===== config.mk =====
export PLATFORM = sky130hd
export DESIGN_NAME = xbar
export DESIGN_NICKNAME = d
export VERILOG_FILES = /design/src/verilog/axi_pkg.sv /design/src/verilog/xbar.sv
export VERILOG_INCLUDE_DIRS = /design/src /design/src/verilog
export SDC_FILE = /design/constraint.sdc
export NUM_CORES = 1
export LEC_CHECK = 0
export ABC_AREA = 0
export BUFFER_PORTS_ARGS = -buffer_cell sky130_fd_sc_hd__buf_2
export CORE_AREA = 2 2 114 116
export CTS_CLUSTER_SIZE = 28
export DETAILED_ROUTE_END_ITERATION = 8
export DIE_AREA = 0 0 116 118
export GPL_TIMING_DRIVEN = 0
export SYNTH_ARGS = -nofsm -noshare
export SYNTH_HDL_FRONTEND = slang
export SYNTH_SLANG_ARGS = --single-unit
export TNS_END_PERCENT = 50

===== constraint.sdc =====
create_clock -name clk -period 1.5 [get_ports clk]
set_input_delay 0.225 -clock clk [delete_from_list [all_inputs] [get_ports clk]]
set_output_delay 0.225 -clock clk [all_outputs]
set_load 0.01 [all_outputs]

===== src/verilog/axi_config.svh =====
`ifndef AXI_CONFIG_SVH
`define AXI_CONFIG_SVH

// axi-lite bus widths
`define AXI_ADDR_W 32
`define AXI_DATA_W 32
`define AXI_STRB_W 4

// on-chip word ram window
`define RAM_BASE  32'h8000_0000
`define RAM_WORDS 256

`endif


===== src/verilog/axi_pkg.sv =====
`default_nettype none

`include "axi_config.svh"

package axi_pkg;

    typedef logic [`AXI_ADDR_W-1:0] addr_t;
    typedef logic [`AXI_DATA_W-1:0] data_t;
    typedef logic [`AXI_STRB_W-1:0] strb_t;

    // only the two responses this fabric produces
    typedef enum logic [1:0] {
        RESP_OKAY   = 2'b00,
        RESP_DECERR = 2'b11
    } resp_e;

    typedef enum logic {
        GRANT_FETCH,
        GRANT_LSU
    } grant_e;

    typedef enum logic [1:0] {
        XB_IDLE,
        XB_RAM,
        XB_ERR_R,
        XB_ERR_B
    } xbar_state_e;

endpackage

`default_nettype wire


===== src/verilog/xbar.sv =====
`timescale 1ns/1ps
`default_nettype none

`include "axi_config.svh"

module xbar (
    input  logic            clk,
    input  logic            rst_n,

    // from the arbiter
    input  axi_pkg::addr_t  arb_araddr,
    input  logic            arb_arvalid,
    output logic            arb_arready,
    output axi_pkg::data_t  arb_rdata,
    output axi_pkg::resp_e  arb_rresp,
    output logic            arb_rvalid,
    input  logic            arb_rready,
    input  axi_pkg::addr_t  arb_awaddr,
    input  logic            arb_awvalid,
    output logic            arb_awready,
    input  axi_pkg::data_t  arb_wdata,
    input  axi_pkg::strb_t  arb_wstrb,
    input  logic            arb_wvalid,
    output logic            arb_wready,
    output axi_pkg::resp_e  arb_bresp,
    output logic            arb_bvalid,
    input  logic            arb_bready,

    // to the word ram
    output axi_pkg::addr_t  ram_araddr,
    output logic            ram_arvalid,
    input  logic            ram_arready,
    input  axi_pkg::data_t  ram_rdata,
    input  axi_pkg::resp_e  ram_rresp,
    input  logic            ram_rvalid,
    output logic            ram_rready,
    output axi_pkg::addr_t  ram_awaddr,
    output logic            ram_awvalid,
    input  logic            ram_awready,
    output axi_pkg::data_t  ram_wdata,
    output axi_pkg::strb_t  ram_wstrb,
    output logic            ram_wvalid,
    input  logic            ram_wready,
    input  axi_pkg::resp_e  ram_bresp,
    input  logic            ram_bvalid,
    output logic            ram_bready
);

    axi_pkg::xbar_state_e state;
    logic                 st_idle;
    logic                 st_ram;
    logic                 st_err_r;
    logic                 st_err_b;
    logic                 ar_hit;
    logic                 aw_hit;
    logic                 wr_sel;
    logic                 ar_hs;
    logic                 aw_hs;
    logic                 ram_done;

    // offset form so the window may sit at the top of the map
    function automatic logic in_ram(input axi_pkg::addr_t addr);
        return (addr >= `RAM_BASE) && ((addr - `RAM_BASE) < `RAM_WORDS * 4);
    endfunction

    assign st_idle  = (state == axi_pkg::XB_IDLE);
    assign st_ram   = (state == axi_pkg::XB_RAM);
    assign st_err_r = (state == axi_pkg::XB_ERR_R);
    assign st_err_b = (state == axi_pkg::XB_ERR_B);

    assign ar_hit = in_ram(arb_araddr);
    assign aw_hit = in_ram(arb_awaddr);
    // reads win if both show up
    assign wr_sel = st_idle & ~arb_arvalid;

    assign ar_hs    = arb_arvalid & arb_arready;
    assign aw_hs    = arb_awvalid & arb_awready;
    assign ram_done = (ram_rvalid & ram_rready) | (ram_bvalid & ram_bready);

    always_ff @(posedge clk) begin
        if (!rst_n) begin
            state <= axi_pkg::XB_IDLE;
        end else begin
            case (state)
                axi_pkg::XB_IDLE: begin
                    if (ar_hs) begin
                        state <= ar_hit ? axi_pkg::XB_RAM : axi_pkg::XB_ERR_R;
                    end else if (aw_hs) begin
                        state <= aw_hit ? axi_pkg::XB_RAM : axi_pkg::XB_ERR_B;
                    end
                end
                axi_pkg::XB_RAM: begin
                    if (ram_done) begin
                        state <= axi_pkg::XB_IDLE;
                    end
                end
                axi_pkg::XB_ERR_R: begin
                    if (arb_rready) begin
                        state <= axi_pkg::XB_IDLE;
                    end
                end
                default: begin
                    if (arb_bready) begin
                        state <= axi_pkg::XB_IDLE;
                    end
                end
            endcase
        end
    end

    // requests to the ram, in-range only
    assign ram_araddr  = arb_araddr;
    assign ram_arvalid = st_idle & arb_arvalid & ar_hit;
    assign ram_awaddr  = arb_awaddr;
    assign ram_awvalid = wr_sel & arb_awvalid & aw_hit;
    assign ram_wdata   = arb_wdata;
    assign ram_wstrb   = arb_wstrb;
    assign ram_wvalid  = wr_sel & arb_wvalid & aw_hit;

    // out-of-range requests are swallowed here
    assign arb_arready = st_idle & (ar_hit ? ram_arready : 1'b1);
    assign arb_awready = wr_sel & (aw_hit ? ram_awready : (arb_awvalid & arb_wvalid));
    assign arb_wready  = wr_sel & (aw_hit ? ram_wready : (arb_awvalid & arb_wvalid));

    assign ram_rready = st_ram & arb_rready;
    assign ram_bready = st_ram & arb_bready;

    assign arb_rdata  = st_ram ? ram_rdata : '0;
    assign arb_rresp  = st_err_r ? axi_pkg::RESP_DECERR : ram_rresp;
    assign arb_rvalid = st_err_r | (st_ram & ram_rvalid);
    assign arb_bresp  = st_err_b ? axi_pkg::RESP_DECERR : ram_bresp;
    assign arb_bvalid = st_err_b | (st_ram & ram_bvalid);

    // no new request shows up while a decode error is still owed
    a_no_req_in_err: assert property (@(posedge clk) disable iff (!rst_n)
        (st_err_r || st_err_b) |-> !arb_arvalid && !arb_awvalid);

endmodule

`default_nettype wire


## Word level (Yosys, flattened, before mapping)

Index checks and enable logic that the tools add are counted.

- Input bits: 148
- Register bits after elaboration: 2

- Bitwise gates (word level): 23
- Add/subtract/negate cells: 2
- Order comparisons: 4
- Reduce and logical (&&, ||, !) cells: 5
- Equality and inequality tests: 6
- Multiplexer cells: 14

Operator list:

| kind | number |
|---|---|
| $ge A32 B32 Y1 const B | 2 |
| $lt A32 B11 Y1 const B | 2 |
| $sub A32 B32 Y32 const B | 2 |
| $mux W32 | 1 |
| $and A1 B1 Y1 | 19 |
| $mux W2 | 9 |
| $pmux W2 S3 | 1 |
| $eq A2 B2 Y1 const B | 2 |
| $reduce_and A4 Y1 | 1 |
| $reduce_bool A4 Y1 | 1 |
| $mux W1 | 3 |
| $ne A3 B1 Y1 const B | 1 |
| $or A1 B1 Y1 | 3 |
| $eq A2 B1 Y1 const B | 1 |
| $logic_and A1 B1 Y1 | 2 |
| $logic_not A2 Y1 | 1 |
| $ne A2 B1 Y1 const B | 1 |
| $ne A2 B2 Y1 const B | 1 |
| $not A1 Y1 | 1 |

## Depth between registers and ports, before layout

Gate-level depths: netlist of the first run.

- Depth after elaboration: 9
- Gate-level depth with buffers: 7
- Mapped depth without buffers: 7

## Least setup slack after synthesis of the first run

No wires, ideal clock.

- Path kind: register -> register
- Start point: reg state[1]
- End point: reg state[0]
- Buffers on the path: 0
- Arrival time: 1.502 ns
- Setup slack: -0.122 ns
- Stages on the path, launching flop included: 7
- Data required time: 1.381 ns
- Path through: dfxtp_1 > inv_1 > ha_1 > a221oi_1 > nand4_1 > o211a_1 > mux2i_1

- Longest elaborated chain between the ends: 6
- Elaborated cells between the ends (all ways): 20
- Those cells by class: eq/ne: 5; mux: 2; bitwise: 10; reduce/logical: 3

Ends and longest elaborated chain:

| item | RTL line | text |
|---|---|---|
| start, declared | xbar.sv:49 | `axi_pkg::xbar_state_e state;` |
| start signal, assigned | xbar.sv:82 | `state <= axi_pkg::XB_IDLE;` |
| start signal, assigned | xbar.sv:87 | `state <= ar_hit ? axi_pkg::XB_RAM : axi_pkg::XB_ERR_R;` |
| start signal, assigned | xbar.sv:89 | `state <= aw_hit ? axi_pkg::XB_RAM : axi_pkg::XB_ERR_B;` |
| $eq A2 B1 Y1 or $logic_not A2 Y1 (tied branches) | xbar.sv:67, xbar.sv:84, xbar.sv:66 |  |
| $and A1 B1 Y1 (on tied branches) | xbar.sv:125, xbar.sv:74, xbar.sv:126 |  |
| $and A1 B1 Y1 (on tied branches) | xbar.sv:78, xbar.sv:122 |  |
| $or A1 B1 Y1 or $and A1 B1 Y1 (tied branches) | xbar.sv:78, xbar.sv:77 |  |
| $ne A2 B1 Y1 (no source line) or $ne A3 B1 Y1 (tied branches) | -- |  |
| $reduce_and A4 Y1 (no source line) | -- |  |

Several ways; a longest one is shown, not always the timed one.
A chain may end at the register's enable or synchronous reset.

## Final worst setup path of the first run

- Start point: in arb_awaddr[20]
- End point: out arb_awready

- Longest elaborated chain between the ends: 5
- Elaborated cells between the ends (all ways): 6
- Those cells by class: add/sub: 1; order compare: 2; mux: 1; bitwise: 1; reduce/logical: 1

Ends and longest elaborated chain:

| item | RTL line | text |
|---|---|---|
| start, declared | xbar.sv:18 | `input axi_pkg::addr_t arb_awaddr,` |
| $sub A32 B32 Y32 (no source line) | -- |  |
| $lt A32 B11 Y1 | xbar.sv:63 | `` return (addr >= `RAM_BASE) && ((addr - `RAM_BASE) < `RAM_WORDS * 4); `` |
| $logic_and A1 B1 Y1 * | xbar.sv:63 |  |
| $mux W1 * | xbar.sv:122 | `assign arb_awready = wr_sel & (aw_hit ? ram_awready : (arb_awvalid & arb_wvalid));` |
| $and A1 B1 Y1 * | xbar.sv:122 |  |
| end, declared | xbar.sv:20 | `output logic arb_awready,` |

Every way passes the cells marked *; elsewhere a longest branch is shown, timed or not.

==> results of run 1 <==
## routing by layer
layer,vias up,share of wire,global-route usage
li1,1060,-,-
met3,4,0.10,0.006694
met2,172,0.57,0.2043
met1,920,0.32,0.08253
met4,0,0.0060,0.01786
met5,-,0,0
## final cells by class
type                       count  area share
sequential                     2     0.01427
buffer                       103      0.2388
inverter                       3    0.004882
tap                          172     0.06459
timing repair buffer         244      0.4078
clock buffer                   3     0.02253
multi-input combinational     95      0.2471
## repair_timing
item	4_1_cts	5_1_grt
setup buffers	2	5
pin swaps	10	12
endpoints found under the setup margin	40	44
hold endpoints to repair	0	0
gates cloned	0	0
gates resized for setup	33	38
## placed cells by master, fill, tap and decap left out, types with 5 or more instances in the layout
| cell | synthesis | routed |
|---|---|---|
| and2_1 | 34 | 26 |
| nor4_4 | 0 | 5 |
| buf_6 | 0 | 16 |
| and2_4 | 0 | 8 |
| nand2_1 | 11 | 10 |
| buf_2 | 0 | 219 |
| buf_4 | 100 | 107 |
| buf_8 | 0 | 5 |
## worst paths after layout
path	start	to	cells past startpoint
hold reg to reg	state[0]	state[0]	2
setup reg to reg	state[1]	state[1]	7
setup / recovery	arb_awaddr[20]	arb_awready	7
hold / removal	rst_n	state[0]	3
## through the flow
step / worst slack, ns / area (sq um) / cells
after floorplan: 0.01766 / 1491 / 203
after global placement: -0.4381 / 2893 / 612
after detailed placement: -0.3845 / 2893 / 612
after CTS: -0.2094 / 3141 / 617
after global routing: -0.2505 / 3332 / 622
final: -0.1946 / 3332 / 622
## power breakdown
part | internal (W) | total, W | switching, W
Sequential | 0.0000848 | 0.000126 | 0.0000408
Clock | 0.000339 | 0.000399 | 0.0000602
Combinational | 0.00103 | 0.00184 | 0.000807
Total | 0.00146 | 0.00236 | 0.000908
## logic make-up (layout without fill, tap and decap cells)
group	count (synthesis)	count (layout)	share of synthesized area
AO/OA/AOI/OAI	13	13	0.06405
adder cells (fa/ha/maj)	4	4	0.03416
AND/OR/NAND/NOR	76	76	0.3330
flip-flops	2	2	0.02733
multiplexers	2	2	0.01366
buffers and inverters	106	353	0.5278
## cells in the mapped netlist, types with 4 or more instances
cell,instances,area share
nand2_1,11,0.028
buf_4,100,0.51
ha_1,4,0.034
nor4_2,6,0.051
and2_1,34,0.15
or2_2,4,0.017
## worst min-delay path, cell delays in order
cell and delay (ns):
buf_2 0.12, nand2_1 0.06, mux2i_1 0.06
==> reports/results.tsv, run 1 <==
stage	metric	value	unit
detailed_routing	vias per cell	3.466	
worst_setup_path	Crit. End Element	primary output	
detailed_routing	DR pass1 iterations	4	
placed_design	Detailed Place HPWL	6.538	mm
final_layout	post-layout util	0.2684	
final_layout	Area Overhead vs Synth	127.4	%
sta	actual slew at the worst max-slew pin	0.2965	ns
detailed_routing	Detailed Route WL	7.277	mm
clock_network	Root Driver	clkbuf_16	
sta	max_slew headroom	0.8023	
yosys	Syn Nets	355	
worst_setup_path	CP bufs+invs	2	
floorplan	I/O pin total	294	
detailed_routing	First DRT Iteration DRCs	24	
final_layout	Top reg by flops	state	
worst_setup_path	Reg2Reg Setup Slack	-0.16	ns
worst_setup_path	CP Class	input port to primary output	
sta	minimum clock period after layout	1.695	ns
sta	Setup Viol. Count Final	12	
sta	unrepaired setup endpoints after global routing	yes	
yosys	Cells after Synth	203	
detailed_routing	Antenna Violating Nets Remaining	0	
clock_network	H-tree level count	1	
final_layout	# nets final	604	
sta	final number of hold-violating endpoints	0	
worst_hold_path	Min-Delay Path Class	input port to register	
floorplan	Die Span Y	118	um
worst_setup_path	Critical Path Slowest Stage Cell	or2_1	
sta	clk_skew	0.001250	ns
yosys	Post-synth ARST share	0	
status	status	complete, but fails checks	
worst_setup_path	largest stage delay on the critical path	0.31	ns
worst_setup_path	Worst Path Required	1.27	ns
global_routing	initial antenna violation count	0	
sta	fin crit share	1.130	
final_layout	max FFs per register	2	
detailed_routing	number of remaining DRC errors	0	
worst_setup_path	critical-path cell list	buf_6 > nor4b_4 > nand4_1 > or2_1 > nand3_2 > a21oi_2 > buf_2	
yosys	Avg Cell Area, Syn	7.218	sq um
run	# Max-Cap Violations	0	
sta	hold slack	0.2926	ns
clock_network	clock sinks	2	
worst_setup_path	Critical Path AT	1.47	ns
yosys	Syn. warnings	0	
final_layout	biggest regs	state x2	
power	leak pwr	1.922	nW
status	violated checks	negative setup slack	
floorplan	die width	116	um
clock_network	hold_buf cts	0	
yosys	number of synthesized flops with an enable pin	0	
sta	Pins Over Slew Limit	0	
yosys	Netlist cell types	30	
clock_network	TritonCTS clock tree	built	
detailed_routing	via count	2156	
global_routing	vias in the first global route	1990	
worst_setup_path	CP Max Fanout	4	
global_routing	largest net degree at the start of global routing	11	
global_routing	Tot GR Track Use	0.09074	
final_layout	share of cells above drive strength 1	0.8578	
clock_network	Reg clk slew, reported paths	0.03	ns
clock_network	Clock Latency Late Sink	0.22	ns
yosys	#FFs+latches synth	2	
placed_design	IO Port Bufs	237	
clock_network	CTS buffer count	3	
final_layout	register area	47.55	sq um
floorplan	die area	13690	sq um
placed_design	GPL Wtd Cong	0.7542	
worst_setup_path	Crit path max-delay family	simple AND/OR/NAND/NOR gates	
yosys	commonest register cell after synthesis	dfxtp_1	
global_routing	first-pass GRT wire length	9.556	mm
final_layout	area occupied by multi-input gates	823.3	sq um
worst_setup_path	critical path launch point type	input port	
yosys	Seq/Total Area, Yosys	0.02733	
yosys	Synth Cell Area	1465	sq um
sta	Final WS setup	-0.1946	ns
floorplan	initial core utilization	0.1180	
power	Max rail drop VDD	444.6	uV
clock_network	CTS max path bufs	2	
detailed_routing	DR WL/cell	11.70	um
final_layout	Ant. Diodes	0	
power	total power	0.002364	W
global_routing	grt total ovfl	0	
power	power density cells	709.6	nW/um^2
final_layout	filler instances	1400	
floorplan	FP Rows	41	
sta	top achievable clock speed	590.1	MHz
floorplan	Core Region	12410	sq um
sta	Final TNS setup	-1.027	ns
(Power assumes the default switching activity.)
==> inputs of run 2 (changes only) <==
- SETUP_SLACK_MARGIN: not set -> 0.05
==> reports/results.tsv, run 2 (synthesis gave the netlist of run 1 again) <==
stage	metric	value	unit	change
final_layout	Top reg by flops	state		
sta	Final TNS setup	-1.029	ns	-0.002260 ns
clock_network	Clock Latency Late Sink	0.22	ns	about the same
worst_setup_path	CP bufs+invs	2		unchanged
placed_design	GPL Wtd Cong	0.7542		unchanged
sta	unrepaired setup endpoints after global routing	yes		
global_routing	vias in the first global route	1990		unchanged
clock_network	CTS max path bufs	2		unchanged
final_layout	max FFs per register	2		unchanged
worst_setup_path	CP Class	input port to primary output		
clock_network	H-tree level count	1		unchanged
clock_network	Reg clk slew, reported paths	0.03	ns	about the same
worst_setup_path	Critical Path AT	1.47	ns	about the same
worst_setup_path	Worst Path Required	1.27	ns	about the same
sta	final number of hold-violating endpoints	0		unchanged
placed_design	Detailed Place HPWL	6.538	mm	unchanged
floorplan	die width	116	um	unchanged
floorplan	Die Span Y	118	um	unchanged
worst_setup_path	CP Max Fanout	4		unchanged
sta	Final WS setup	-0.1946	ns	unchanged
clock_network	hold_buf cts	0		unchanged
power	Clock power frac	0.169		about the same
power	Sequential Power Share	0.053		about the same
worst_hold_path	Min-Delay Path Class	input port to register		
floorplan	Core Region	12410	sq um	unchanged
worst_setup_path	Crit path max-delay family	simple AND/OR/NAND/NOR gates		
final_layout	filler instances	1399		-0.071%
power	Comb power frac	0.778		about the same
sta	clk_skew	0.001250	ns	unchanged
global_routing	Tot GR Track Use	0.09074		unchanged
global_routing	grt total ovfl	0		unchanged
final_layout	most frequent cells in the layout	219 x buf_2, 107 x buf_4, 26 x and2_1		
floorplan	I/O pin total	294		unchanged
detailed_routing	First DRT Iteration DRCs	24		unchanged
final_layout	commonest non-fill, non-tap cell in the layout	buf_2		
sta	minimum clock period after layout	1.695	ns	unchanged
power	total power	0.002364	W	about the same
global_routing	initial antenna violation count	0		unchanged
run	# Max-Cap Violations	0		unchanged
power	Max rail drop VDD	444.4	uV	about the same
worst_setup_path	Crit. End Element	primary output		
placed_design	IO Port Bufs	237		unchanged
clock_network	Root Driver	clkbuf_16		
floorplan	FP Rows	41		unchanged
clock_network	CTS buffer count	3		unchanged
detailed_routing	DR WL/cell	11.68	um	-0.16%
power	power density cells	708.3	nW/um^2	-0.18%
sta	top achievable clock speed	590.1	MHz	unchanged
detailed_routing	Antenna Violating Nets Remaining	0		unchanged
detailed_routing	via count	2165		+0.42%
status	violated checks	negative setup slack		
sta	actual slew at the worst max-slew pin	0.2965	ns	-0.0000003576 ns
sta	fin crit share	1.130		unchanged
worst_setup_path	largest stage delay on the critical path	0.31	ns	about the same
placed_design	post-place setup slack	-0.3845	ns	unchanged
final_layout	# nets final	604		unchanged
power	leak pwr	1.922	nW	about the same
clock_network	TritonCTS clock tree	built		
final_layout	register area	47.55	sq um	unchanged
worst_setup_path	Critical Path Slowest Stage Cell	or2_1		
power	Sw Share	0.3842		about the same
detailed_routing	vias per cell	3.470		about the same
global_routing	first-pass GRT wire length	9.556	mm	unchanged
floorplan	die area	13690	sq um	unchanged
sta	Setup Viol. Count Final	12		unchanged
floorplan	initial core utilization	0.1180		unchanged
sta	max_slew headroom	0.8023		unchanged
detailed_routing	DR pass1 iterations	4		unchanged
status	status	complete, but fails checks		
power	P_sw	0.0009080	W	about the same
worst_setup_path	critical path launch point type	input port		
detailed_routing	number of remaining DRC errors	0		unchanged
final_layout	Area Overhead vs Synth	127.8	%	
detailed_routing	Detailed Route WL	7.289	mm	+0.16%
final_layout	biggest regs	state x2		
sta	Pins Over Slew Limit	0		unchanged
final_layout	share of cells above drive strength 1	0.8578		unchanged
clock_network	clock sinks	2		unchanged
power	P_int	0.001456	W	about the same
worst_setup_path	critical-path cell list	buf_6 > nor4b_4 > nand4_1 > or2_1 > nand3_2 > a21oi_2 > buf_2		
global_routing	largest net degree at the start of global routing	11		unchanged
final_layout	area occupied by multi-input gates	823.3	sq um	unchanged
## run 2: worst reg2reg max path, delay by kind of cell (launching register included)
kind,cells,cell delay (ns)
AOI/OAI and AO/OA,2,0.54
DFF,1,0.38
adders and majority gates,1,0.26
and+or+nand+nor,2,0.18
muxes,1,0.13
buffers and inverters,1,0.06
## run 2: power groups by stage
stage | clock [W] | sequential [W] | combinational, W
detailed placement | 0 | 0.000104 | 0.00147
global placement | 0 | 0.000105 | 0.00147
CTS | 0.000407 | 0.000112 | 0.00163
floorplan | 0 | 0.0000979 | 0.000856
finish | 0.000399 | 0.000126 | 0.00184
global route | 0.000420 | 0.000133 | 0.00197
## run 2: path summary, 6_finish.rpt
check | startpoint | end | slack [ns] | cells after the start
setup / recovery | arb_awaddr[20] | arb_awready | -0.19 | 7
hold / removal | rst_n | state[0] | 0.29 | 3
setup reg to reg | state[1] | state[1] | -0.16 | 7
hold reg to reg | state[0] | state[0] | 0.52 | 2
## run 2: what timing repair did
item,4_1_cts,5_1_grt
resized for setup,33,38
pin swaps,10,13
buffers inserted,2,5
endpoints found under the setup margin,41,45
hold endpoints to repair,0,0
gates cloned,0,0
## run 2: cell type report
cell class              instances  area share
diodes                          2    0.001500
plain buffers                 103      0.2385
clock buffers                   3     0.02250
inverters                       3    0.004874
multi-input cells              95      0.2467
flip-flops and latches          2     0.01425
well taps                     172     0.06449
repair buffers                244      0.4072
## run 2: per-layer routing
metal,global-route usage,wire length (um),vias to the layer above
li1,-,-,1062
met1,0.08253,2330,927
met2,0.2043,4164,172
met3,0.006694,749,4
met4,0.01786,44,0
met5,0,0,-
## run 2: through the flow
step | std cells | hold WS (ns) | cell area, sq um | utilization
floorplan | 203 | 0.3665 | 1491 | -
finish | 624 | 0.2926 | 3337 | 0.2688
detailed placement | 612 | 0.4849 | 2893 | 0.2330
global placement | 612 | 0.4836 | 2893 | 0.2330
CTS | 617 | 0.2899 | 3141 | 0.2530
global route | 622 | 0.3072 | 3332 | 0.2684
