$ cat src/verilog/axi_config.svh
`ifndef AXI_CONFIG_SVH
`define AXI_CONFIG_SVH

// axi-lite bus widths
`define AXI_ADDR_W 32
`define AXI_DATA_W 32
`define AXI_STRB_W 4

// on-chip word ram window
`define RAM_BASE  32'h8000_0000
`define RAM_WORDS 256

`endif

$ cat src/verilog/axi_pkg.sv
`default_nettype none

`include "axi_config.svh"

package axi_pkg;

    typedef logic [`AXI_ADDR_W-1:0] addr_t;
    typedef logic [`AXI_DATA_W-1:0] data_t;
    typedef logic [`AXI_STRB_W-1:0] strb_t;

    // only the two responses this fabric produces
    typedef enum logic [1:0] {
        RESP_OKAY   = 2'b00,
        RESP_DECERR = 2'b11
    } resp_e;

    typedef enum logic {
        GRANT_FETCH,
        GRANT_LSU
    } grant_e;

    typedef enum logic [1:0] {
        XB_IDLE,
        XB_RAM,
        XB_ERR_R,
        XB_ERR_B
    } xbar_state_e;

endpackage

`default_nettype wire

$ cat src/verilog/arbiter.sv
`timescale 1ns/1ps
`default_nettype none

module arbiter (
    input  logic            clk,
    input  logic            rst_n,

    // fetch master, read only
    input  axi_pkg::addr_t  fetch_araddr,
    input  logic            fetch_arvalid,
    output logic            fetch_arready,
    output axi_pkg::data_t  fetch_rdata,
    output axi_pkg::resp_e  fetch_rresp,
    output logic            fetch_rvalid,
    input  logic            fetch_rready,

    // lsu master
    input  axi_pkg::addr_t  lsu_araddr,
    input  logic            lsu_arvalid,
    output logic            lsu_arready,
    output axi_pkg::data_t  lsu_rdata,
    output axi_pkg::resp_e  lsu_rresp,
    output logic            lsu_rvalid,
    input  logic            lsu_rready,
    input  axi_pkg::addr_t  lsu_awaddr,
    input  logic            lsu_awvalid,
    output logic            lsu_awready,
    input  axi_pkg::data_t  lsu_wdata,
    input  axi_pkg::strb_t  lsu_wstrb,
    input  logic            lsu_wvalid,
    output logic            lsu_wready,
    output axi_pkg::resp_e  lsu_bresp,
    output logic            lsu_bvalid,
    input  logic            lsu_bready,

    // toward the xbar
    output axi_pkg::addr_t  arb_araddr,
    output logic            arb_arvalid,
    input  logic            arb_arready,
    input  axi_pkg::data_t  arb_rdata,
    input  axi_pkg::resp_e  arb_rresp,
    input  logic            arb_rvalid,
    output logic            arb_rready,
    output axi_pkg::addr_t  arb_awaddr,
    output logic            arb_awvalid,
    input  logic            arb_awready,
    output axi_pkg::data_t  arb_wdata,
    output axi_pkg::strb_t  arb_wstrb,
    output logic            arb_wvalid,
    input  logic            arb_wready,
    input  axi_pkg::resp_e  arb_bresp,
    input  logic            arb_bvalid,
    output logic            arb_bready
);

    axi_pkg::grant_e grant;
    axi_pkg::grant_e next_grant;
    logic            armed;
    logic            busy;
    logic            any_req;
    logic            sel_lsu;
    logic            aw_fwd;
    logic            req_hs;
    logic            rsp_hs;

    assign any_req = fetch_arvalid | lsu_arvalid | lsu_awvalid;

    // lsu beats fetch, no request keeps the current owner
    always_comb begin
        if (lsu_arvalid || lsu_awvalid) begin
            next_grant = axi_pkg::GRANT_LSU;
        end else if (fetch_arvalid) begin
            next_grant = axi_pkg::GRANT_FETCH;
        end else begin
            next_grant = grant;
        end
    end

    // idle -> armed (grant latched) -> busy (request accepted) -> idle
    always_ff @(posedge clk) begin
        if (!rst_n) begin
            grant <= axi_pkg::GRANT_FETCH;
            armed <= 1'b0;
            busy  <= 1'b0;
        end else if (busy) begin
            if (rsp_hs) begin
                busy <= 1'b0;
            end
        end else if (armed) begin
            if (req_hs) begin
                armed <= 1'b0;
                busy  <= 1'b1;
            end
        end else if (any_req) begin
            grant <= next_grant;
            armed <= 1'b1;
        end
    end

    assign sel_lsu = (grant == axi_pkg::GRANT_LSU);
    // a pending lsu read goes out before its write
    assign aw_fwd  = armed & sel_lsu & ~lsu_arvalid;

    assign req_hs = (arb_arvalid & arb_arready) | (arb_awvalid & arb_awready);
    assign rsp_hs = (arb_rvalid & arb_rready) | (arb_bvalid & arb_bready);

    // request side, only while armed
    assign arb_araddr  = sel_lsu ? lsu_araddr : fetch_araddr;
    assign arb_arvalid = armed & (sel_lsu ? lsu_arvalid : fetch_arvalid);
    assign arb_awaddr  = lsu_awaddr;
    assign arb_awvalid = aw_fwd & lsu_awvalid;
    assign arb_wdata   = lsu_wdata;
    assign arb_wstrb   = lsu_wstrb;
    assign arb_wvalid  = aw_fwd & lsu_wvalid;

    // response side, only while busy
    assign arb_rready = busy & (sel_lsu ? lsu_rready : fetch_rready);
    assign arb_bready = busy & sel_lsu & lsu_bready;

    assign fetch_arready = armed & ~sel_lsu & arb_arready;
    assign fetch_rdata   = arb_rdata;
    assign fetch_rresp   = arb_rresp;
    assign fetch_rvalid  = busy & ~sel_lsu & arb_rvalid;

    assign lsu_arready = armed & sel_lsu & arb_arready;
    assign lsu_rdata   = arb_rdata;
    assign lsu_rresp   = arb_rresp;
    assign lsu_rvalid  = busy & sel_lsu & arb_rvalid;
    assign lsu_awready = aw_fwd & arb_awready;
    assign lsu_wready  = aw_fwd & arb_wready;
    assign lsu_bresp   = arb_bresp;
    assign lsu_bvalid  = busy & sel_lsu & arb_bvalid;

    // a response only comes back for a request the owner got accepted
    a_rsp_only_when_busy: assert property (@(posedge clk) disable iff (!rst_n)
        (arb_rvalid || arb_bvalid) |-> busy);

endmodule

`default_nettype wire

$ cat config.mk
export PLATFORM = sky130hd
export DESIGN_NAME = arbiter
export DESIGN_NICKNAME = d
export VERILOG_FILES = /design/src/verilog/axi_pkg.sv /design/src/verilog/arbiter.sv
export VERILOG_INCLUDE_DIRS = /design/src /design/src/verilog
export SDC_FILE = /design/constraint.sdc
export NUM_CORES = 1
export LEC_CHECK = 0
export BUFFER_PORTS_ARGS = -buffer_cell sky130_fd_sc_hd__buf_2
export CELL_PAD_IN_SITES_DETAIL_PLACEMENT = 0
export CELL_PAD_IN_SITES_GLOBAL_PLACEMENT = 1
export CORE_AREA = 10 10 132 134
export CTS_CLUSTER_DIAMETER = 40
export DETAILED_ROUTE_END_ITERATION = 8
export DIE_AREA = 0 0 142 144
export GPL_TIMING_DRIVEN = 0
export PLACE_DENSITY = 0.83
export SYNTH_ARGS = -nofsm -noshare
export SYNTH_HDL_FRONTEND = slang
export SYNTH_SLANG_ARGS = --single-unit
$ cat constraint.sdc
create_clock -name clk -period 1.5 [get_ports clk]
set_input_delay 0.375 -clock clk [delete_from_list [all_inputs] [get_ports clk]]
set_output_delay 0.375 -clock clk [all_outputs]
set_load 0.01 [all_outputs]
# --- After elaboration in Yosys (flattened, before gate mapping) ---
# Cells that the tools add are included.
totals:
  regBits: 3
  inputBits: 182
  out_inout_bits: 182
  wordCells: 47
classes:
  mux: 12
  n_bitwise: 29
  reduce_logical: 3
ops:
  columns: ["cell", "count"]
  rows:
  - ["two-way mux 32 bit", 1]
  - ["bitwise AND 1 bit", 21]
  - ["two-way mux 1 bit", 11]
  - ["NOT 1 bit", 4]
  - ["OR 1 bit", 4]
  - ["AND reduction 4 bit", 1]
  - ["nonzero test 2 bit", 1]
  - ["logical OR 1 bit", 1]

# --- Longest topological paths before layout ---
# Gate-level depths: netlist of the first run.
logic_depth:
  word_depth: 8
  mapped_depth: 5
  depth_no_buf: 3

# --- Worst setup path after synthesis of the first run ---
# OpenSTA, ideal clock, no wires.
synth_timing:
  path_kind: "flip-flop to output port"
  from: "reg grant"
  to: "out arb_araddr[10]"
  arrival_ps: 999
  t_required_ps: 1125
  path_slack_ps: 126
  stages_incl_launch_ff: 4
  path_buffers: 2
  path_cell_list: "dfxtp_1 > buf_4 > buf_2 > mux2_2"
synth_between:
  elab_chain_cells: 1
synth_lines:
  columns: ["element", "line", "rtl"]
  rows:
  - ["start, declared", "arbiter.sv:56", "axi_pkg::grant_e grant;"]
  - ["start signal, assigned", "arbiter.sv:82", "grant <= axi_pkg::GRANT_FETCH;"]
  - ["start signal, assigned", "arbiter.sv:95", "grant <= next_grant;"]
  - ["two-way mux 32 bit", "arbiter.sv:108", "assign arb_araddr = sel_lsu ? lsu_araddr : fetch_araddr;"]
  - ["end, declared", "arbiter.sv:37", "output axi_pkg::addr_t arb_araddr,"]
# Every way passes these cells.

# --- Worst setup path after layout of the first run ---
# Ends and elaborated chain as after synthesis.

==> flow_summary_export.csv, run 1 <==
group,metric,value,unit
outcome,outcome,"complete, but fails checks",
outcome,violations,"negative setup slack",
hold_path,hold_depth,2,
detailed_routing,drc,0,
finish,n_fill_cell,1617,
cts,h-tree-depth,1,
hold_path,hp-class,"input port to register",
critical_path,timing.critical_path.required,1120,ps
logic_synthesis,synthesis.area,1690,µm²
power_and_ir_drop,leakage,0.00229,µW
critical_path,regToRegSetupSlack,10,ps
detailed_routing,ant_nets,0,
floorplanning,rows,45,
cts,cts_buffer_depth,2,
sta,drv_slew,0,
place,io_buffers,259,
floorplanning,die_area,20400,µm²
place,pre_cts_ws,-380,ps
detailed_routing,num_vias,2280,
finish,n_antenna_cell,0,
place,dp_hpwl,10200,µm
critical_path,critPathCapture,"arb_araddr[10]",
logic_synthesis,postSynthCellCount,211,
power_and_ir_drop,powerDensity,596,nW/µm²
cts,insertion_delay,230,ps
sta,rsz0062_at_grt,"yes",
critical_path,critPathLaunch,"grant",
logic_synthesis,ys_warn_count,0,
floorplanning,die_x,142,µm
sta,post-route-min-period,1690,ps
logic_synthesis,synth.distinct_cells,22,
sta,finalCritPeriodShare,113,%
finish,fin_nets,667,
logic_synthesis,yosys_register_bits,3,
detailed_routing,drtPass1Iterations,4,
detailed_routing,wl_per_cell,17.4,µm
logic_synthesis,synth_flop_cell,"dfxtp_1",
critical_path,endpoint_kind,"output pin",
logic_synthesis,synthesis.nets,393,
finish,syn2layout_area_growth,129,%
detailed_routing,avgViaCountPerCell,3.39,
sta,finalClockSkew,1.84,ps
cts,tritoncts,"built",
critical_path,r2r_start,"grant",
cts,path_clk_slew,30,ps
logic_synthesis,synth.avg_cell_area,8.00,µm²
logic_synthesis,synth_enable_flop_cells,0,
global_routing,antenna_found_initial,1,
cts,cts.sinks,3,
logic_synthesis,seq_area_frac_synth,3.56,%
sta,timing.fmax,591,MHz
floorplanning,start_util,11.4,%
floorplanning,chipHeight,144,µm
logic_synthesis,yosysTopAreaCellShare,61.8,%
finish,drive_gt1_share,94.6,%
global_routing,grt_first_pass_wirelength,15300,µm
cts,numCtsBuffers,3,
critical_path,cp_max_fo,5,
critical_path,reg2reg_depth,6,
sta,finalHoldViolations,0,
floorplanning,core_area,14900,µm²
sta,slew_headroom,82.1,%
finish,fin_util,26.0,%
detailed_routing,wl,11700,µm
sta,timing.final.ws_setup,-192,ps
cts,root_buffer,"clkbuf_16",
global_routing,overflow,0,
critical_path,start_kind,"register",
logic_synthesis,synth.area.top_cells,"buf_4 (62%), mux2_2 (21%), dfxtp_1 (3.6%)",
sta,tightest_slew,265,ps
logic_synthesis,yosysTopAreaCell,"buf_4",
global_routing,grtUsageTotal,9.52,%
critical_path,worstReg2RegEnd,"armed",
power_and_ir_drop,vdd_drop_max,0.165,mV
floorplanning,num_io_pins,364,
global_routing,grt_pass1_vias,2676,
place,place_congestion,0.758,
sta,final-setup-viol-count,39,
critical_path,critical_path_arrival,1320,ps
critical_path,critPathKind,"register to output pin",
global_routing,grt_max_degree,11,
job,max_cap_viol_count,0,
logic_synthesis,async_flop_share,0,%
detailed_routing,drt_iter0_drc,40,
## layer usage
metal  global-route usage, %  vias to the layer above  routed length, µm
li1                        -                     1091                  -
met1                    9.33                     1006               3730
met2                    17.4                      177               6330
met3                    5.41                        4               1570
met4                    1.29                        2                 30
met5                       0                        -                 13
## timing repair
action,4_1_cts,5_1_grt
resized for setup,84,26
buffers inserted,8,3
pin swaps,6,2
gates cloned,2,1
setup endpoints to repair,44,45
hold buffers,0,0
## state kept, by name, summed over array words and instances (netlist names)
signal  cells
busy        1
grant       1
armed       1
## kinds of logic (layout without fill, tap and decap cells)
family / count (synthesis) / count (layout) / share of synthesized area, %
DFF: 3 / 3 / 3.56
muxes: 34 / 34 / 22.5
AOI/OAI and AO/OA: 7 / 7 / 3.34
buffers and inverters: 146 / 419 / 63.7
and+or+nand+nor: 21 / 21 / 6.89
## synthesized netlist by cell type (all sizes together) (2+ instances only)
| cell | count |
|---|---|
| inv | 2 |
| mux2 | 32 |
| mux2i | 2 |
| o21a | 2 |
| nor2b | 2 |
| nor2 | 4 |
| dfxtp | 3 |
| and3 | 4 |
| nand2 | 3 |
| buf | 143 |
| and2 | 3 |
| a21boi | 2 |
## report_power, final
group	internal (µW)	switching, µW
Sequential	99.2	32.7
Clock	351	79.4
Combinational	1070	670
Total	1520	782
## cell usage in the layout (no fill, tap or decap)
master	instances
nor2_2	1
a31o_1	1
nand2_1	2
and3_1	4
inv_1	1
inv_2	1
nand3_1	1
buf_8	4
nor2b_1	2
nand2b_1	1
buf_2	225
buf_4	143
o21a_1	2
nor2_4	1
and2_4	1
mux2i_2	1
a21boi_0	2
nand4b_1	1
nor4b_1	1
clkbuf_1	1
buf_6	37
nor3_1	1
nand2_4	1
and2_1	2
o211ai_1	1
dfxtp_4	1
buf_12	3
clkbuf_16	4
mux2_4	32
mux2i_4	1
nor2_1	2
dfxtp_2	2
o32a_1	1
## critical path: stages, from the launching register on
cell and delay [ps]:
dfxtp_4 340, buf_12 140, clkbuf_16 160, mux2_4 320, buf_6 130
## worst min path at each step
stage,from,to
6_report,rst_n,grant
5_1_grt,rst_n,grant
4_1_cts,rst_n,grant
3_5_place_dp,armed,armed
3_3_place_gp,rst_n,grant
2_1_floorplan,rst_n,grant
## per-stage QoR
step           total power [µW]  std cells  hold WS [ps]  setup TNS, ps  instance area, µm²
2_1_floorplan               859        211           492              0                1690
3_3_place_gp               1390        658           631          -4590                3220
3_5_place_dp               1400        658           639          -4620                3220
4_1_cts                    2260        671           410          -6980                3760
5_1_grt                    2440        672           421          -7060                3860
6_report                   2300        672           404          -5540                3860
## cell type report
class | count | area, µm² | share of cell area, %
Timing Repair Buffer | 271 | 1660 | 43.0
Inverter | 2 | 7.51 | 0.195
Multi-Input combinational cell | 62 | 709 | 18.4
Clock buffer | 4 | 78.8 | 2.04
Buffer | 142 | 1100 | 28.5
Tap cell | 188 | 235 | 6.10
Sequential cell | 3 | 66.3 | 1.72
(Power assumes the default switching activity.)
==> run 2: changes to the inputs <==
--- a/config.mk
+++ b/config.mk
@@ -9,12 +9,13 @@
 export BUFFER_PORTS_ARGS = -buffer_cell sky130_fd_sc_hd__buf_2
 export CELL_PAD_IN_SITES_DETAIL_PLACEMENT = 0
 export CELL_PAD_IN_SITES_GLOBAL_PLACEMENT = 1
-export CORE_AREA = 10 10 132 134
+export CORE_AREA = 2 2 143 145
 export CTS_CLUSTER_DIAMETER = 40
 export DETAILED_ROUTE_END_ITERATION = 8
-export DIE_AREA = 0 0 142 144
+export DIE_AREA = 0 0 145 147
 export GPL_TIMING_DRIVEN = 0
-export PLACE_DENSITY = 0.83
+export HOLD_SLACK_MARGIN = 0.02
+export PLACE_DENSITY = 0.68
 export SYNTH_ARGS = -nofsm -noshare
 export SYNTH_HDL_FRONTEND = slang
 export SYNTH_SLANG_ARGS = --single-unit
==> constraint.sdc (replaced) <==
create_clock -name clk -period 2.2 [get_ports clk]
set_input_delay 0.55 -clock clk [delete_from_list [all_inputs] [get_ports clk]]
set_output_delay 0.55 -clock clk [all_outputs]
set_load 0.01 [all_outputs]
==> run 2 against run 1 <==
Compared with the run above:
- die area rose by 4.2%
- critical path depth did not move
- via count fell by 3.9%
- the flow now finishes without violations
- non-clock buffer count fell by 10
- wire length fell by 36%
- clock-buffer cell count did not move
- combinational power fell by 52%
- final cell count rose by 11%
- clock power fell by 34%
- flip-flop and latch count did not move
- largest power group unchanged
- setup slack improved by 330 ps
==> flow_summary_export.csv, run 2 (synthesis results as in run 1) <==
group,metric,value,unit
power_and_ir_drop,leakage,0.00200,µW
finish,final_common_cell,"buf_2",
hold_path,hold_depth,2,
cts,h-tree-depth,1,
cts,insertion_delay,220,ps
sta,finalCritPeriodShare,93.9,%
floorplanning,die_x,145,µm
global_routing,grtUsageTotal,6.03,%
detailed_routing,drtPass1Iterations,4,
global_routing,antenna_found_initial,0,
hold_path,hold-path-endpoint,"grant",
critical_path,start_kind,"register",
floorplanning,die_area,21300,µm²
floorplanning,num_io_pins,364,
floorplanning,start_util,8.51,%
finish,syn2layout_area_growth,102,%
global_routing,grt_pass1_vias,1899,
global_routing,grt_max_degree,11,
finish,multi_input_area,553,µm²
critical_path,regToRegSetupSlack,900,ps
floorplanning,chipHeight,147,µm
detailed_routing,ant_nets,0,
critical_path,r2r_start,"grant",
detailed_routing,num_vias,2190,
finish,fin_nets,657,
cts,numCtsBuffers,3,
finish,drive_gt1_share,92.2,%
job,max_cap_viol_count,0,
sta,drv_slew,0,
sta,finalClockSkew,0.388,ps
hold_path,hp-class,"input port to register",
finish,n_fill_cell,2266,
cts,hold_buffers,0,
place,dp_hpwl,6890,µm
detailed_routing,wl,7420,µm
sta,finalHoldViolations,0,
finish,stdcell_count,744,
power_and_ir_drop,vdd_drop_max,0.148,mV
critical_path,endpoint_kind,"output pin",
outcome,outcome,"completed",
critical_path,critical_path_arrival,1520,ps
detailed_routing,wl_per_cell,9.97,µm
sta,final-setup-viol-count,0,
floorplanning,rows,52,
cts,cts_buffer_depth,2,
finish,n_antenna_cell,0,
critical_path,reg2reg_depth,4,
place,place_congestion,0.772,
cts,root_buffer,"clkbuf_16",
power_and_ir_drop,powerDensity,350,nW/µm²
place,io_buffers,259,
finish,reg.largest.list,"armed (1), busy (1), grant (1)",
sta,rsz0062_at_grt,"no",
hold_path,worstHoldStart,"rst_n",
global_routing,grt_first_pass_wirelength,9970,µm
sta,timing.fmax,484,MHz
sta,tightest_slew,471,ps
cts,cts.sinks,3,
place,dp.cells,740,
critical_path,critPathKind,"register to output pin",
cts,tritoncts,"built",
sta,slew_headroom,68.6,%
sta,setup_tns,0,ps
finish,regArea,60.1,µm²
sta,post-route-min-period,2070,ps
detailed_routing,drc,0,
floorplanning,core_area,19800,µm²
critical_path,critPathLaunch,"grant",
critical_path,cp_max_fo,10,
global_routing,overflow,0,
cts,path_clk_slew,30,ps
critical_path,worstReg2RegEnd,"armed",
finish,most-common-layout-cells,"buf_2 (261), buf_4 (140), mux2_2 (32), and3_1 (4), nor2_1 (4)",
detailed_routing,avgViaCountPerCell,2.94,
critical_path,timing.critical_path.required,1650,ps
detailed_routing,drt_iter0_drc,19,
-- run 2: cell count changes in the layout (fill, tap and decap cells not counted), sizes merged --
| cell | change |
|---|---|
| buf | -11 |
| clkbuf | +1 |
-- run 2: final cells by class --
| class | instances | area share, % |
|---|---|---|
| Inverter | 2 | 0.220 |
| Tap cell | 270 | 9.92 |
| Buffer | 144 | 31.5 |
| Timing Repair Buffer | 259 | 38.1 |
| Sequential cell | 3 | 1.76 |
| Multi-Input combinational cell | 62 | 16.2 |
| Clock buffer | 4 | 2.31 |
-- run 2: critical path, cell delays in order, from the launching register on --
cell and delay, ps:
dfxtp_1 300, buf_4 180, buf_2 280, mux2_2 380, buf_2 140
-- run 2: stage by stage --
| stage | cell area [µm²] | setup WS (ps) | total power, µW | hold slack, ps | utilization, % |
|---|---|---|---|---|---|
| global placement | 3320 | 276 | 921 | 604 | 16.7 |
| detailed placement | 3320 | 276 | 923 | 605 | 16.7 |
| finish | 3410 | 135 | 1190 | 596 | 17.2 |
| CTS | 3400 | 23.8 | 1220 | 598 | 17.1 |
| global route | 3410 | 14.5 | 1280 | 603 | 17.2 |
| floorplan | 1690 | 651 | 586 | 561 | - |
-- run 2: report_power, final --
part | internal (µW) | switching, µW | total [µW]
Sequential | 64.7 | 10.2 | 74.9
Combinational | 478 | 354 | 832
Clock | 239 | 47.3 | 286
-- run 2: what timing repair did --
item	4_1_cts	5_1_grt
gates resized for setup	0	3
setup endpoints to repair	0	4
buffers inserted	0	0
-- run 2: worst max path at each step --
stage                          end  slack, ps  cells after the start
floorplan           arb_araddr[10]        650                      3
global placement    arb_araddr[17]        280                      4
detailed placement      arb_wvalid        280                      6
CTS                 arb_araddr[17]         20                      4
global route        arb_araddr[12]         10                      4
finish              arb_araddr[12]        130                      4
-- run 2: metal layers --
layer / vias to the layer above / wire length [µm] / track usage (%)
met1: 911 / 2220 / 5.64
met2: 207 / 4130 / 12.2
met3: 0 / 1070 / 2.70
li1: 1072 / - / -
met5: - / 0 / 0
met4: 0 / 0 / 0.743
==> run 3: changes to the inputs <==
--- a/config.mk
+++ b/config.mk
@@ -15,6 +15,7 @@
 export DIE_AREA = 0 0 145 147
 export GPL_TIMING_DRIVEN = 0
 export HOLD_SLACK_MARGIN = 0.02
+export MAX_ROUTING_LAYER = met4
 export PLACE_DENSITY = 0.68
 export SYNTH_ARGS = -nofsm -noshare
 export SYNTH_HDL_FRONTEND = slang
==> run 3 against run 2 <==
Compared with the run above:
- critical endpoint unchanged
- clock-buffer cell count is the same
- utilization unchanged
- critical path type unchanged
- die area did not move
==> flow_summary_export.csv, run 3 (synthesis results as in run 1) <==
group,metric,value,unit
outcome,outcome,"completed",
sta,drv_slew,0,
finish,fin_nets,657,
floorplanning,core_area,19800,µm²
sta,whs,596,ps
job,max_cap_viol_count,0,
critical_path,reg2reg_depth,4,
detailed_routing,drtPass1Iterations,4,
power_and_ir_drop,total_power,1190,µW
floorplanning,die_area,21300,µm²
finish,drive_gt1_share,92.2,%
sta,finalClockSkew,0.388,ps
place,io_buffers,259,
global_routing,overflow,0,
finish,syn2layout_area_growth,102,%
cts,numCtsBuffers,3,
floorplanning,chipHeight,147,µm
floorplanning,die_x,145,µm
critical_path,cp_max_fo,10,
cts,tritoncts,"built",
detailed_routing,ant_nets,0,
floorplanning,start_util,8.51,%
critical_path,start_kind,"register",
critical_path,endpoint_kind,"output pin",
power_and_ir_drop,leakage,0.00200,µW
sta,slew_headroom,68.6,%
cts,hold_buffers,0,
place,place_congestion,0.783,
detailed_routing,drt_iter0_drc,18,
power_and_ir_drop,powerDensity,350,nW/µm²
sta,post-route-min-period,2070,ps
cts,cts_buffer_depth,2,
floorplanning,rows,52,
sta,tightest_slew,471,ps
detailed_routing,drc,0,
place,dp_hpwl,6890,µm
detailed_routing,num_vias,2188,
finish,final_common_cell,"buf_2",
floorplanning,num_io_pins,364,
critical_path,critPathKind,"register to output pin",
finish,most-common-layout-cells,"buf_2 (261), buf_4 (140), mux2_2 (32), and3_1 (4), nor2_1 (4)",
cts,cts_resized,0,
detailed_routing,wl_per_cell,9.98,µm
detailed_routing,avgViaCountPerCell,2.94,
sta,finalCritPeriodShare,93.9,%
finish,reg.largest.list,"armed (1), busy (1), grant (1)",
global_routing,grt_max_degree,11,
cts,cts_setup_buffers,0,
cts,path_clk_slew,30,ps
global_routing,grt_first_pass_wirelength,9990,µm
cts,root_buffer,"clkbuf_16",
finish,fin_util,17.2,%
critical_path,timing.critical_path.required,1650,ps
global_routing,antenna_found_initial,0,
sta,rsz0062_at_grt,"no",
critical_path,critical_path_arrival,1520,ps
cts,cts.sinks,3,
sta,finalHoldViolations,0,
power_and_ir_drop,vdd_drop_max,0.148,mV
finish,n_antenna_cell,0,
sta,final-setup-viol-count,0,
sta,setup_tns,0,ps
cts,h-tree-depth,1,
sta,timing.fmax,484,MHz
global_routing,grt_pass1_vias,1896,
detailed_routing,wl,7430,µm
cts,insertion_delay,220,ps
finish,n_fill_cell,2266,
hold_path,hp-class,"input port to register",
hold_path,hold_depth,2,
global_routing,grtUsageTotal,6.21,%
[run 3: cell counts in the layout (fill, tap and decap cells not counted)]
Identical to the previous run, type by type.
[run 3: stage by stage]
| step | cell area, µm² | std cells | setup WS, ps |
|---|---|---|---|
| floorplan | 1690 | 211 | 651 |
| global placement | 3320 | 740 | 276 |
| detailed placement | 3320 | 740 | 276 |
| CTS | 3400 | 744 | 23.8 |
| global route | 3410 | 744 | 14.5 |
| finish | 3410 | 744 | 135 |
[run 3: layout make-up]
cell class / instances / area [µm²] / area share, %
Tap cell: 270 / 338 / 9.92
Multi-Input combinational cell: 62 / 553 / 16.2
Timing Repair Buffer: 259 / 1300 / 38.1
Clock buffer: 4 / 78.8 / 2.31
Sequential cell: 3 / 60.1 / 1.76
Inverter: 2 / 7.51 / 0.220
Buffer: 144 / 1070 / 31.5
[run 3: critical path, stage by stage, from the launching register on]
cell and delay (ps):
dfxtp_1 300, buf_4 180, buf_2 280, mux2_2 380
buf_2 140
[run 3: final timing paths]
path                            startpoint        endpoint  slack, ps
worst max-delay path                 grant  arb_araddr[12]        130
worst min-delay path                 rst_n           grant        600
worst max register to register       grant           armed        900
worst min register to register       armed           armed        610
[run 3: per-layer routing]
layer | GRT usage (%) | vias up | routed length (µm)
met5 | - | - | 0
met4 | 0.743 | 0 | 0
met3 | 2.61 | 0 | 1050
met2 | 12.2 | 207 | 4130
met1 | 5.72 | 909 | 2250
li1 | - | 1072 | -
[run 3: report_power, final]
group / total (µW) / switching [µW] / internal (µW) / leakage [µW]
Combinational: 832 / 354 / 478 / 0.00194
Clock: 286 / 47.3 / 239 / 0.0000382
Sequential: 74.9 / 10.2 / 64.7 / 0.0000249
